### src/logic/tilePkg.sv
package tilePkg;

	// Meaningful widths
	typedef logic [7:0] xCoord_t;
	typedef logic [6:0] yCoord_t;
	typedef logic [2:0] color_t;
	typedef logic [1:0] lane_t;
	typedef logic [7:0] spanLen_t;

	// Screen geometry
	localparam xCoord_t ScreenWidth = 8'd160;
	localparam yCoord_t ScreenHeight = 7'd120;
	localparam spanLen_t BorderWidth = 8'd4;
	localparam spanLen_t LaneWidth = 8'd35;

	// Tile shape and motion
	localparam spanLen_t TileWidth = 8'd35;
	localparam yCoord_t TileHeight = 7'd20;
	localparam int NumTiles = 4;
	localparam int StartStagger = 30;
	localparam logic [11:0] StepPeriod = 12'd4000;
	localparam yCoord_t LastTop = ScreenHeight - TileHeight;

	// 3-bit RGB
	localparam color_t ColorBlack = 3'b000;
	localparam color_t ColorBorder = 3'b010;
	localparam color_t ColorTile = 3'b111;

	// Horizontal run of a single color
	typedef struct packed
	{
		xCoord_t xStart;
		yCoord_t y;
		spanLen_t len;
		color_t color;
	} spanCmd_t;

	typedef struct packed
	{
		xCoord_t x;
		yCoord_t y;
		color_t color;
	} pixel_t;

	// atBottom is set when top reaches LastTop
	typedef struct packed
	{
		lane_t lane;
		yCoord_t top;
		logic atBottom;
	} tileState_t;

	typedef tileState_t [NumTiles-1:0] tileArray_t;

	typedef enum logic [2:0]
	{
		IDLE,
		BACKGROUND,
		INITDRAW,
		WAITSTEP,
		ERASE,
		DRAW,
		ACK
	} seqState_t;

endpackage

### src/logic/drawSequencer.sv
`timescale 1ns/100ps

module drawSequencer
(
	input logic CLOCK_50,
	input logic rst,
	input logic running,
	input logic stepPending,
	input tilePkg::tileArray_t tiles,
	input logic spanBusy,
	output tilePkg::spanCmd_t span,
	output logic spanValid,
	output logic stepAck
);

	tilePkg::seqState_t state;
	tilePkg::yCoord_t rowCount;
	logic [3:0] segCount;
	tilePkg::xCoord_t bgX;
	tilePkg::lane_t tileIdx;

	tilePkg::tileState_t curTile;
	logic wholeTile;
	logic lastRow;
	logic lastTile;
	tilePkg::lane_t spanLane;
	tilePkg::yCoord_t spanRow;
	tilePkg::xCoord_t tileX;

	// Span source for the current state
	always_comb
	begin
		curTile = tiles[tileIdx];
		wholeTile = curTile.atBottom || (state == tilePkg::INITDRAW);
		lastRow = wholeTile ? (rowCount == tilePkg::TileHeight - 1'b1) : 1'b1;
		lastTile = (tileIdx == tilePkg::lane_t'(tilePkg::NumTiles - 1));

		spanLane = curTile.lane;
		spanRow = curTile.top + rowCount;
		if (state == tilePkg::DRAW)
		begin
			if (curTile.atBottom)
			begin
				// Redraw at the top of the next lane
				spanLane = curTile.lane + 1'b1;
				spanRow = rowCount;
			end
			else
				spanRow = curTile.top + tilePkg::TileHeight;
		end
		tileX = tilePkg::BorderWidth
			+ spanLane * (tilePkg::LaneWidth + tilePkg::BorderWidth);

		if (state == tilePkg::BACKGROUND)
		begin
			// Odd segments are lanes, even ones are border bars
			span.xStart = bgX;
			span.y = rowCount;
			span.len = segCount[0] ? tilePkg::LaneWidth : tilePkg::BorderWidth;
			span.color = segCount[0] ? tilePkg::ColorBlack : tilePkg::ColorBorder;
		end
		else
		begin
			span.xStart = tileX;
			span.y = spanRow;
			span.len = tilePkg::TileWidth;
			span.color = (state == tilePkg::ERASE) ? tilePkg::ColorBlack : tilePkg::ColorTile;
		end
	end

	assign spanValid = !spanBusy && (state inside {tilePkg::BACKGROUND, tilePkg::INITDRAW,
		tilePkg::ERASE, tilePkg::DRAW});
	assign stepAck = (state == tilePkg::ACK);

	always_ff @(posedge CLOCK_50)
	begin
		if (rst)
		begin
			state <= tilePkg::IDLE;
			rowCount <= '0;
			segCount <= '0;
			bgX <= '0;
			tileIdx <= '0;
		end
		else
		begin
			unique case (state)
				tilePkg::IDLE:
					if (running)
						state <= tilePkg::BACKGROUND;
				tilePkg::BACKGROUND:
					if (spanValid)
					begin
						if (segCount == 4'(2 * tilePkg::NumTiles))
						begin
							segCount <= '0;
							bgX <= '0;
							if (rowCount == tilePkg::ScreenHeight - 1'b1)
							begin
								rowCount <= '0;
								state <= tilePkg::INITDRAW;
							end
							else
								rowCount <= rowCount + 1'b1;
						end
						else
						begin
							segCount <= segCount + 1'b1;
							bgX <= bgX + span.len;
						end
					end
				tilePkg::INITDRAW:
					if (spanValid)
					begin
						rowCount <= lastRow ? '0 : rowCount + 1'b1;
						if (lastRow)
						begin
							tileIdx <= tileIdx + 1'b1;
							if (lastTile)
								state <= tilePkg::WAITSTEP;
						end
					end
				tilePkg::WAITSTEP:
					if (stepPending)
						state <= tilePkg::ERASE;
				tilePkg::ERASE:
					if (spanValid)
					begin
						rowCount <= lastRow ? '0 : rowCount + 1'b1;
						if (lastRow)
							state <= tilePkg::DRAW;
					end
				tilePkg::DRAW:
					if (spanValid)
					begin
						rowCount <= lastRow ? '0 : rowCount + 1'b1;
						if (lastRow)
						begin
							// Index wraps back to tile 0 after the last one
							tileIdx <= tileIdx + 1'b1;
							state <= lastTile ? tilePkg::ACK : tilePkg::ERASE;
						end
					end
				tilePkg::ACK:
					state <= tilePkg::WAITSTEP;
				default:
					state <= tilePkg::IDLE;
			endcase
		end
	end

endmodule

### src/logic/spanRasterizer.sv
`timescale 1ns/100ps

module spanRasterizer
(
	input logic CLOCK_50,
	input logic rst,
	input tilePkg::spanCmd_t span,
	input logic spanValid,
	output logic spanBusy,
	output tilePkg::xCoord_t VGA_X,
	output tilePkg::yCoord_t VGA_Y,
	output tilePkg::color_t VGA_COLOR,
	output logic plot
);

	tilePkg::pixel_t pixOut;
	tilePkg::spanLen_t remaining;
	logic pendValid;
	tilePkg::spanCmd_t pendSpan;

	logic activeMore;
	logic loadNext;
	tilePkg::spanCmd_t nextSpan;

	// Pixels still owed by the span on the output
	assign activeMore = plot && (remaining != '0);
	assign spanBusy = pendValid;

	// Buffered span goes first, otherwise take the incoming one directly
	assign nextSpan = pendValid ? pendSpan : span;
	assign loadNext = !activeMore && (pendValid || spanValid);

	always_ff @(posedge CLOCK_50)
	begin
		if (rst)
		begin
			plot <= 1'b0;
			remaining <= '0;
			pendValid <= 1'b0;
		end
		else
		begin
			if (activeMore)
				remaining <= remaining - 1'b1;
			else if (loadNext)
				remaining <= nextSpan.len - 1'b1;
			plot <= activeMore || loadNext;

			if (spanValid && activeMore)
				pendValid <= 1'b1;
			else if (loadNext && pendValid)
				pendValid <= 1'b0;
		end
	end

	// Pixel and buffer payload
	always_ff @(posedge CLOCK_50)
	begin
		if (activeMore)
			pixOut.x <= pixOut.x + 1'b1;
		else if (loadNext)
		begin
			pixOut.x <= nextSpan.xStart;
			pixOut.y <= nextSpan.y;
			pixOut.color <= nextSpan.color;
		end

		if (spanValid && activeMore)
			pendSpan <= span;
	end

	assign VGA_X = pixOut.x;
	assign VGA_Y = pixOut.y;
	assign VGA_COLOR = pixOut.color;

endmodule

### src/logic/tileDisplay.sv
`timescale 1ns/100ps

module tileDisplay
(
	input logic CLOCK_50,
	input logic rst,
	input logic [7:0] SW,
	output tilePkg::xCoord_t VGA_X,
	output tilePkg::yCoord_t VGA_Y,
	output tilePkg::color_t VGA_COLOR,
	output logic plot
);

	logic running;
	logic stepPending;
	logic stepAck;
	tilePkg::tileArray_t tiles;

	tilePkg::spanCmd_t span;
	logic spanValid;
	logic spanBusy;

	// SW[0] is the game-on switch
	tileMotion u_tileMotion
	(
		.CLOCK_50(CLOCK_50),
		.rst(rst),
		.gameSwitch(SW[0]),
		.stepAck(stepAck),
		.running(running),
		.stepPending(stepPending),
		.tiles(tiles)
	);

	drawSequencer u_drawSequencer
	(
		.CLOCK_50(CLOCK_50),
		.rst(rst),
		.running(running),
		.stepPending(stepPending),
		.tiles(tiles),
		.spanBusy(spanBusy),
		.span(span),
		.spanValid(spanValid),
		.stepAck(stepAck)
	);

	spanRasterizer u_spanRasterizer
	(
		.CLOCK_50(CLOCK_50),
		.rst(rst),
		.span(span),
		.spanValid(spanValid),
		.spanBusy(spanBusy),
		.VGA_X(VGA_X),
		.VGA_Y(VGA_Y),
		.VGA_COLOR(VGA_COLOR),
		.plot(plot)
	);

endmodule

### src/logic/tileMotion.sv
`timescale 1ns/100ps

module tileMotion
(
	input logic CLOCK_50,
	input logic rst,
	input logic gameSwitch,
	input logic stepAck,
	output logic running,
	output logic stepPending,
	output tilePkg::tileArray_t tiles
);

	logic switchMeta;
	logic [$bits(tilePkg::StepPeriod)-1:0] stepCount;
	tilePkg::lane_t laneReg [tilePkg::NumTiles];
	tilePkg::yCoord_t topReg [tilePkg::NumTiles];

	// Two-stage synchronizer for the game switch
	always_ff @(posedge CLOCK_50)
	begin
		if (rst)
		begin
			switchMeta <= 1'b0;
			running <= 1'b0;
		end
		else
		begin
			switchMeta <= gameSwitch;
			running <= switchMeta;
		end
	end

	// Step timer, frozen while paused or while a step is outstanding
	always_ff @(posedge CLOCK_50)
	begin
		if (rst)
		begin
			stepCount <= '0;
			stepPending <= 1'b0;
		end
		else if (stepAck)
		begin
			stepCount <= '0;
			stepPending <= 1'b0;
		end
		else if (running && !stepPending)
		begin
			stepCount <= stepCount + 1'b1;
			if (stepCount == tilePkg::StepPeriod - 1'b1)
				stepPending <= 1'b1;
		end
	end

	// All tiles advance together on the ack
	always_ff @(posedge CLOCK_50)
	begin
		if (rst)
		begin
			for (int i = 0; i < tilePkg::NumTiles; i++)
			begin
				laneReg[i] <= tilePkg::lane_t'(i);
				topReg[i] <= tilePkg::yCoord_t'(i * tilePkg::StartStagger);
			end
		end
		else if (stepAck)
		begin
			for (int i = 0; i < tilePkg::NumTiles; i++)
			begin
				if (tiles[i].atBottom)
				begin
					// Wrap to the top of the next lane
					topReg[i] <= '0;
					laneReg[i] <= laneReg[i] + 1'b1;
				end
				else
					topReg[i] <= topReg[i] + 1'b1;
			end
		end
	end

	always_comb
	begin
		for (int i = 0; i < tilePkg::NumTiles; i++)
		begin
			tiles[i].lane = laneReg[i];
			tiles[i].top = topReg[i];
			tiles[i].atBottom = (topReg[i] == tilePkg::LastTop);
		end
	end

endmodule

### config.mk
export PLATFORM = sky130hd
export DESIGN_NAME = tileDisplay
export DESIGN_NICKNAME = d
export VERILOG_FILES = /design/src/logic/tilePkg.sv /design/src/logic/drawSequencer.sv /design/src/logic/spanRasterizer.sv /design/src/logic/tileDisplay.sv /design/src/logic/tileMotion.sv
export SDC_FILE = /design/constraint.sdc
export NUM_CORES = 1
export LEC_CHECK = 0
export BUFFER_PORTS_ARGS = -buffer_cell sky130_fd_sc_hd__clkbuf_2
export CAP_MARGIN = 20
export CORE_UTILIZATION = 39
export DETAILED_ROUTE_END_ITERATION = 12
export SLEW_MARGIN = 20
export SYNTH_ARGS = -nofsm -noshare
export SYNTH_HDL_FRONTEND = slang
export SYNTH_SLANG_ARGS = --single-unit
### constraint.sdc
create_clock -name CLOCK_50 -period 4.35 [get_ports CLOCK_50]
set_input_delay 0.435 -clock CLOCK_50 [delete_from_list [all_inputs] [get_ports CLOCK_50]]
set_output_delay 0.435 -clock CLOCK_50 [all_outputs]
set_load 0.01 [all_outputs]
==> metrics.txt <==
result of the run completed; largest clock skew in the final design 0.00596 ns; clock edge transition at the registers on the reported setup and hold paths 0.06 ns; leading register cell type out of synthesis sky130_fd_sc_hd__edfxtp_1; clock tree from TritonCTS built; clock root buffer sky130_fd_sc_hd__clkbuf_16; number of H-tree levels 4; Area growth syn-to-layout 13.2%; largest family of logic cells by synthesized area simple AND/OR/NAND/NOR gates; most frequent standard cell in the layout excluding fill and tap cells sky130_fd_sc_hd__nor2_1; portion of total power attributed to sequential cells 0.433; Residual DRC 0; Switching Share 0.213; simple-gate share of the synthesized area 0.196; ports placed on the boundary 29; total of hold buffers inserted after clock tree synthesis 0; slew at the pin with the worst max-slew slack 1.06 ns; unrepaired setup endpoints after global routing no; global-route wire length before repair 26.1 mm; WP buf/inv 1; number of antenna violations at the first check in global routing 0; distinct cell type count of the synthesized netlist 73; internal power 2300 uW; worst hold-check path type in2reg; Initial Utilization 0.401; Filler cells 1664; Final min period 3.53 ns; required time reported for the critical path endpoint 4.50 ns; Power Dens Cells 370 nW/um^2; Worst Setup EP u_spanRasterizer.VGA_X[3]; first-pass detailed-route iteration total 5; cells along the critical path inv_1 > ha_1 > nand4b_1 > or3b_1 > mux4_2 > nor2_1 > nand2_1 > xnor2_1 > ha_1 > o21ai_0 > nand2_1 > mux2i_1 > o22ai_1; largest area contributor in the synthesized netlist sky130_fd_sc_hd__edfxtp_1; last weighted congestion value of the routability-driven placer 0.828; area of the multi-input gates 3590 sq um; crit path max fanout 9; final number of setup-violating endpoints 0; count of buffers added by post-CTS timing repair for setup 0; via count normalized by instance count 5.49; clock insertion delay at the later pin of the skew report 0.42 ns; GR Overflow Total 0; detailed-route via count 5376; reg2reg path depth 13; synthesized netlist net count 767; total die area 18400 sq um; clock share of power 0.507; adder-cell share of the synthesized area 0.0577; number of buffer cells added on primary ports 21; compound-gate portion of the synthesized area 0.128; Max Fclk 284 MHz; largest net degree at the start of global routing 38; Starting DRT DRC Count 409; Seq/Total Area, Yosys 0.450; number of flops mapped to enable cells by yosys 72; fraction of final layout cells with drive strength greater than 1 0.102; net switching component of the power 623 uW; instance count on the critical path 13; width of the die 136 microns; remaining antenna violation count after routing 0; Slowest Stage Delay on Critical Path 0.61 ns; startpoint kind of the worst setup timing path flop; power after layout 2920 uW; sink count of the clock tree 121; post-synthesis average cell area 9.61 sq um; core box area 17400 sq um; Period Utilization, post-route 0.811; endpoints failing hold 0; Post-Syn Area 6980 sq um; headroom to the max-slew limit 0.291; VDD IR max 0.243 mV; register bit total from synthesis 121; cells after synthesis 726; Register-to-Register Setup Slack 0.82 ns; GR Util All Layers 0.182; total wire length after detailed routing 15.6 mm; Crit-path slowest cell sky130_fd_sc_hd__mux4_2; fin nets 782; combinational group share of total power 0.059; dpl hpwl 11.0 mm; total area of sequential cells 3140 sq um; routed wirelength normalized by instance count 15.9 microns; top-area cell type share of the netlist area 0.310; worst reg2reg path startpoint u_tileMotion.topReg[1][0]; portion of netlist area occupied by mux cells 0.0505; r2r endpoint u_spanRasterizer.VGA_X[3]; Placement Rows 48; number of diodes added for antenna fixing 0; via count of the first global-routing pass 5133; top cells by area in the synthesized netlist sky130_fd_sc_hd__edfxtp_1, sky130_fd_sc_hd__dfxtp_1, sky130_fd_sc_hd__ha_1; leading cell types in the layout, fill and taps excluded sky130_fd_sc_hd__nor2_1, sky130_fd_sc_hd__nand2_1, sky130_fd_sc_hd__edfxtp_1; kind of capture point of the worst setup path flop; number of gates given a new drive strength after cts 0; CTS max path bufs 2; proportion of register bits with asynchronous set or reset after synthesis 0; critical setup path kind reg2reg; yosys synthesis warning count 0; worst setup path startpoint u_tileMotion.topReg[1][0]; Crit path max-delay family simple AND/OR/NAND/NOR gates; total negative setup slack 0 ns; arrival time of the worst setup path 3.68 ns; max-capacitance violation count 0; xor-xnor portion of the synthesized cell area 0.0828; chip height 136 microns; number of max-slew violations in the final report 0; number of clock buffers inserted by TritonCTS 17; leakage power summed over all cells 0.00287 uW; final core utilization 0.454
-- routing by layer --
layer | GRT usage | wire [microns]
met1 | 0.230 | 7230
met2 | 0.304 | 7480
met3 | 0.0374 | 580
met4 | 0.0699 | 295
met5 | 0 | 0
-- flip-flops by register name (all words and copies together), names as in the netlist --
register / flops
u_tileMotion.topReg: 28
u_spanRasterizer.pendSpan: 19
u_tileMotion.stepCount: 12
u_drawSequencer.bgX: 8
u_spanRasterizer.VGA_X: 8
u_spanRasterizer.remaining: 8
u_tileMotion.laneReg: 8
u_drawSequencer.rowCount: 7
u_spanRasterizer.VGA_Y: 7
u_drawSequencer.segCount: 4
u_drawSequencer.state: 3
u_drawSequencer.tileIdx: 2
u_spanRasterizer.VGA_COLOR: 2
u_spanRasterizer.plot: 1
u_spanRasterizer.spanBusy: 1
u_tileMotion.running: 1
u_tileMotion.stepPending: 1
u_tileMotion.switchMeta: 1
-- per-stage QoR --
| step | hold WS, ns | instances | cell area (sq um) | worst slack, ns |
|---|---|---|---|---|
| 2_1_floorplan | 0.414 | 726 | 6980 | 1.19 |
| 3_3_place_gp | 0.437 | 947 | 7280 | 0.908 |
| 3_5_place_dp | 0.436 | 947 | 7280 | 0.829 |
| 4_1_cts | 0.227 | 979 | 7910 | 0.824 |
| 5_1_grt | 0.234 | 979 | 7910 | 0.518 |
| 6_report | 0.234 | 979 | 7910 | 0.823 |
-- power by group through the flow --
stage | logic (uW) | registers [uW] | clock network [uW]
detailed placement | 173 | 1290 | 0
floorplan | 128 | 1280 | 0
global route | 196 | 1270 | 1560
global placement | 168 | 1290 | 0
finish | 173 | 1270 | 1480
CTS | 174 | 1270 | 1510
-- logic make-up (layout without fill, tap and decap cells) --
family	Yosys count	count (layout)
and+or+nand+nor	287	287
AOI/OAI and AO/OA	135	135
DFF	121	121
xor gates and xnor gates	66	66
buffers and inverters	61	89
adders and majority gates	31	31
muxes	25	25
-- how the worst min path moves through the flow --
stage / to / startpoint / cells after the start / slack [ns]
2_1_floorplan: u_tileMotion.running / u_tileMotion.switchMeta / 1 / 0.41
3_3_place_gp: u_tileMotion.running / u_tileMotion.switchMeta / 1 / 0.44
3_5_place_dp: u_tileMotion.running / u_tileMotion.switchMeta / 1 / 0.44
4_1_cts: u_tileMotion.switchMeta / SW[0] / 2 / 0.23
5_1_grt: u_tileMotion.switchMeta / SW[0] / 2 / 0.23
6_report: u_tileMotion.switchMeta / SW[0] / 2 / 0.23
-- final cells by class --
| type | instances | area share |
|---|---|---|
| flip-flops and latches | 121 | 0.398 |
| inverters | 31 | 0.0147 |
| multi-input cells | 544 | 0.455 |
| clock inverters | 7 | 0.0139 |
| clock buffers | 25 | 0.0654 |
| well taps | 225 | 0.0356 |
| repair buffers | 26 | 0.0180 |
-- synthesized netlist by cell type, types with 3 or more instances --
cell type	instances
sky130_fd_sc_hd__a211oi_1	5
sky130_fd_sc_hd__a21oi_1	31
sky130_fd_sc_hd__a311oi_1	3
sky130_fd_sc_hd__a31oi_1	7
sky130_fd_sc_hd__a41oi_1	3
sky130_fd_sc_hd__and3_1	13
sky130_fd_sc_hd__clkbuf_1	25
sky130_fd_sc_hd__dfxtp_1	49
sky130_fd_sc_hd__edfxtp_1	72
sky130_fd_sc_hd__ha_1	29
sky130_fd_sc_hd__inv_1	31
sky130_fd_sc_hd__mux2_2	5
sky130_fd_sc_hd__mux2i_1	12
sky130_fd_sc_hd__mux4_2	6
sky130_fd_sc_hd__nand2_1	76
sky130_fd_sc_hd__nand2b_1	10
sky130_fd_sc_hd__nand3_1	33
sky130_fd_sc_hd__nand3b_1	3
sky130_fd_sc_hd__nand4_1	9
sky130_fd_sc_hd__nand4b_1	3
sky130_fd_sc_hd__nor2_1	90
sky130_fd_sc_hd__nor2b_1	9
sky130_fd_sc_hd__nor3_1	15
sky130_fd_sc_hd__o211ai_1	5
sky130_fd_sc_hd__o21a_1	6
sky130_fd_sc_hd__o21ai_0	29
sky130_fd_sc_hd__o21bai_1	5
sky130_fd_sc_hd__o22ai_1	7
sky130_fd_sc_hd__o31ai_1	5
sky130_fd_sc_hd__or3_1	6
sky130_fd_sc_hd__xnor2_1	32
sky130_fd_sc_hd__xor2_1	34
Power figures use the tool's default switching activity.
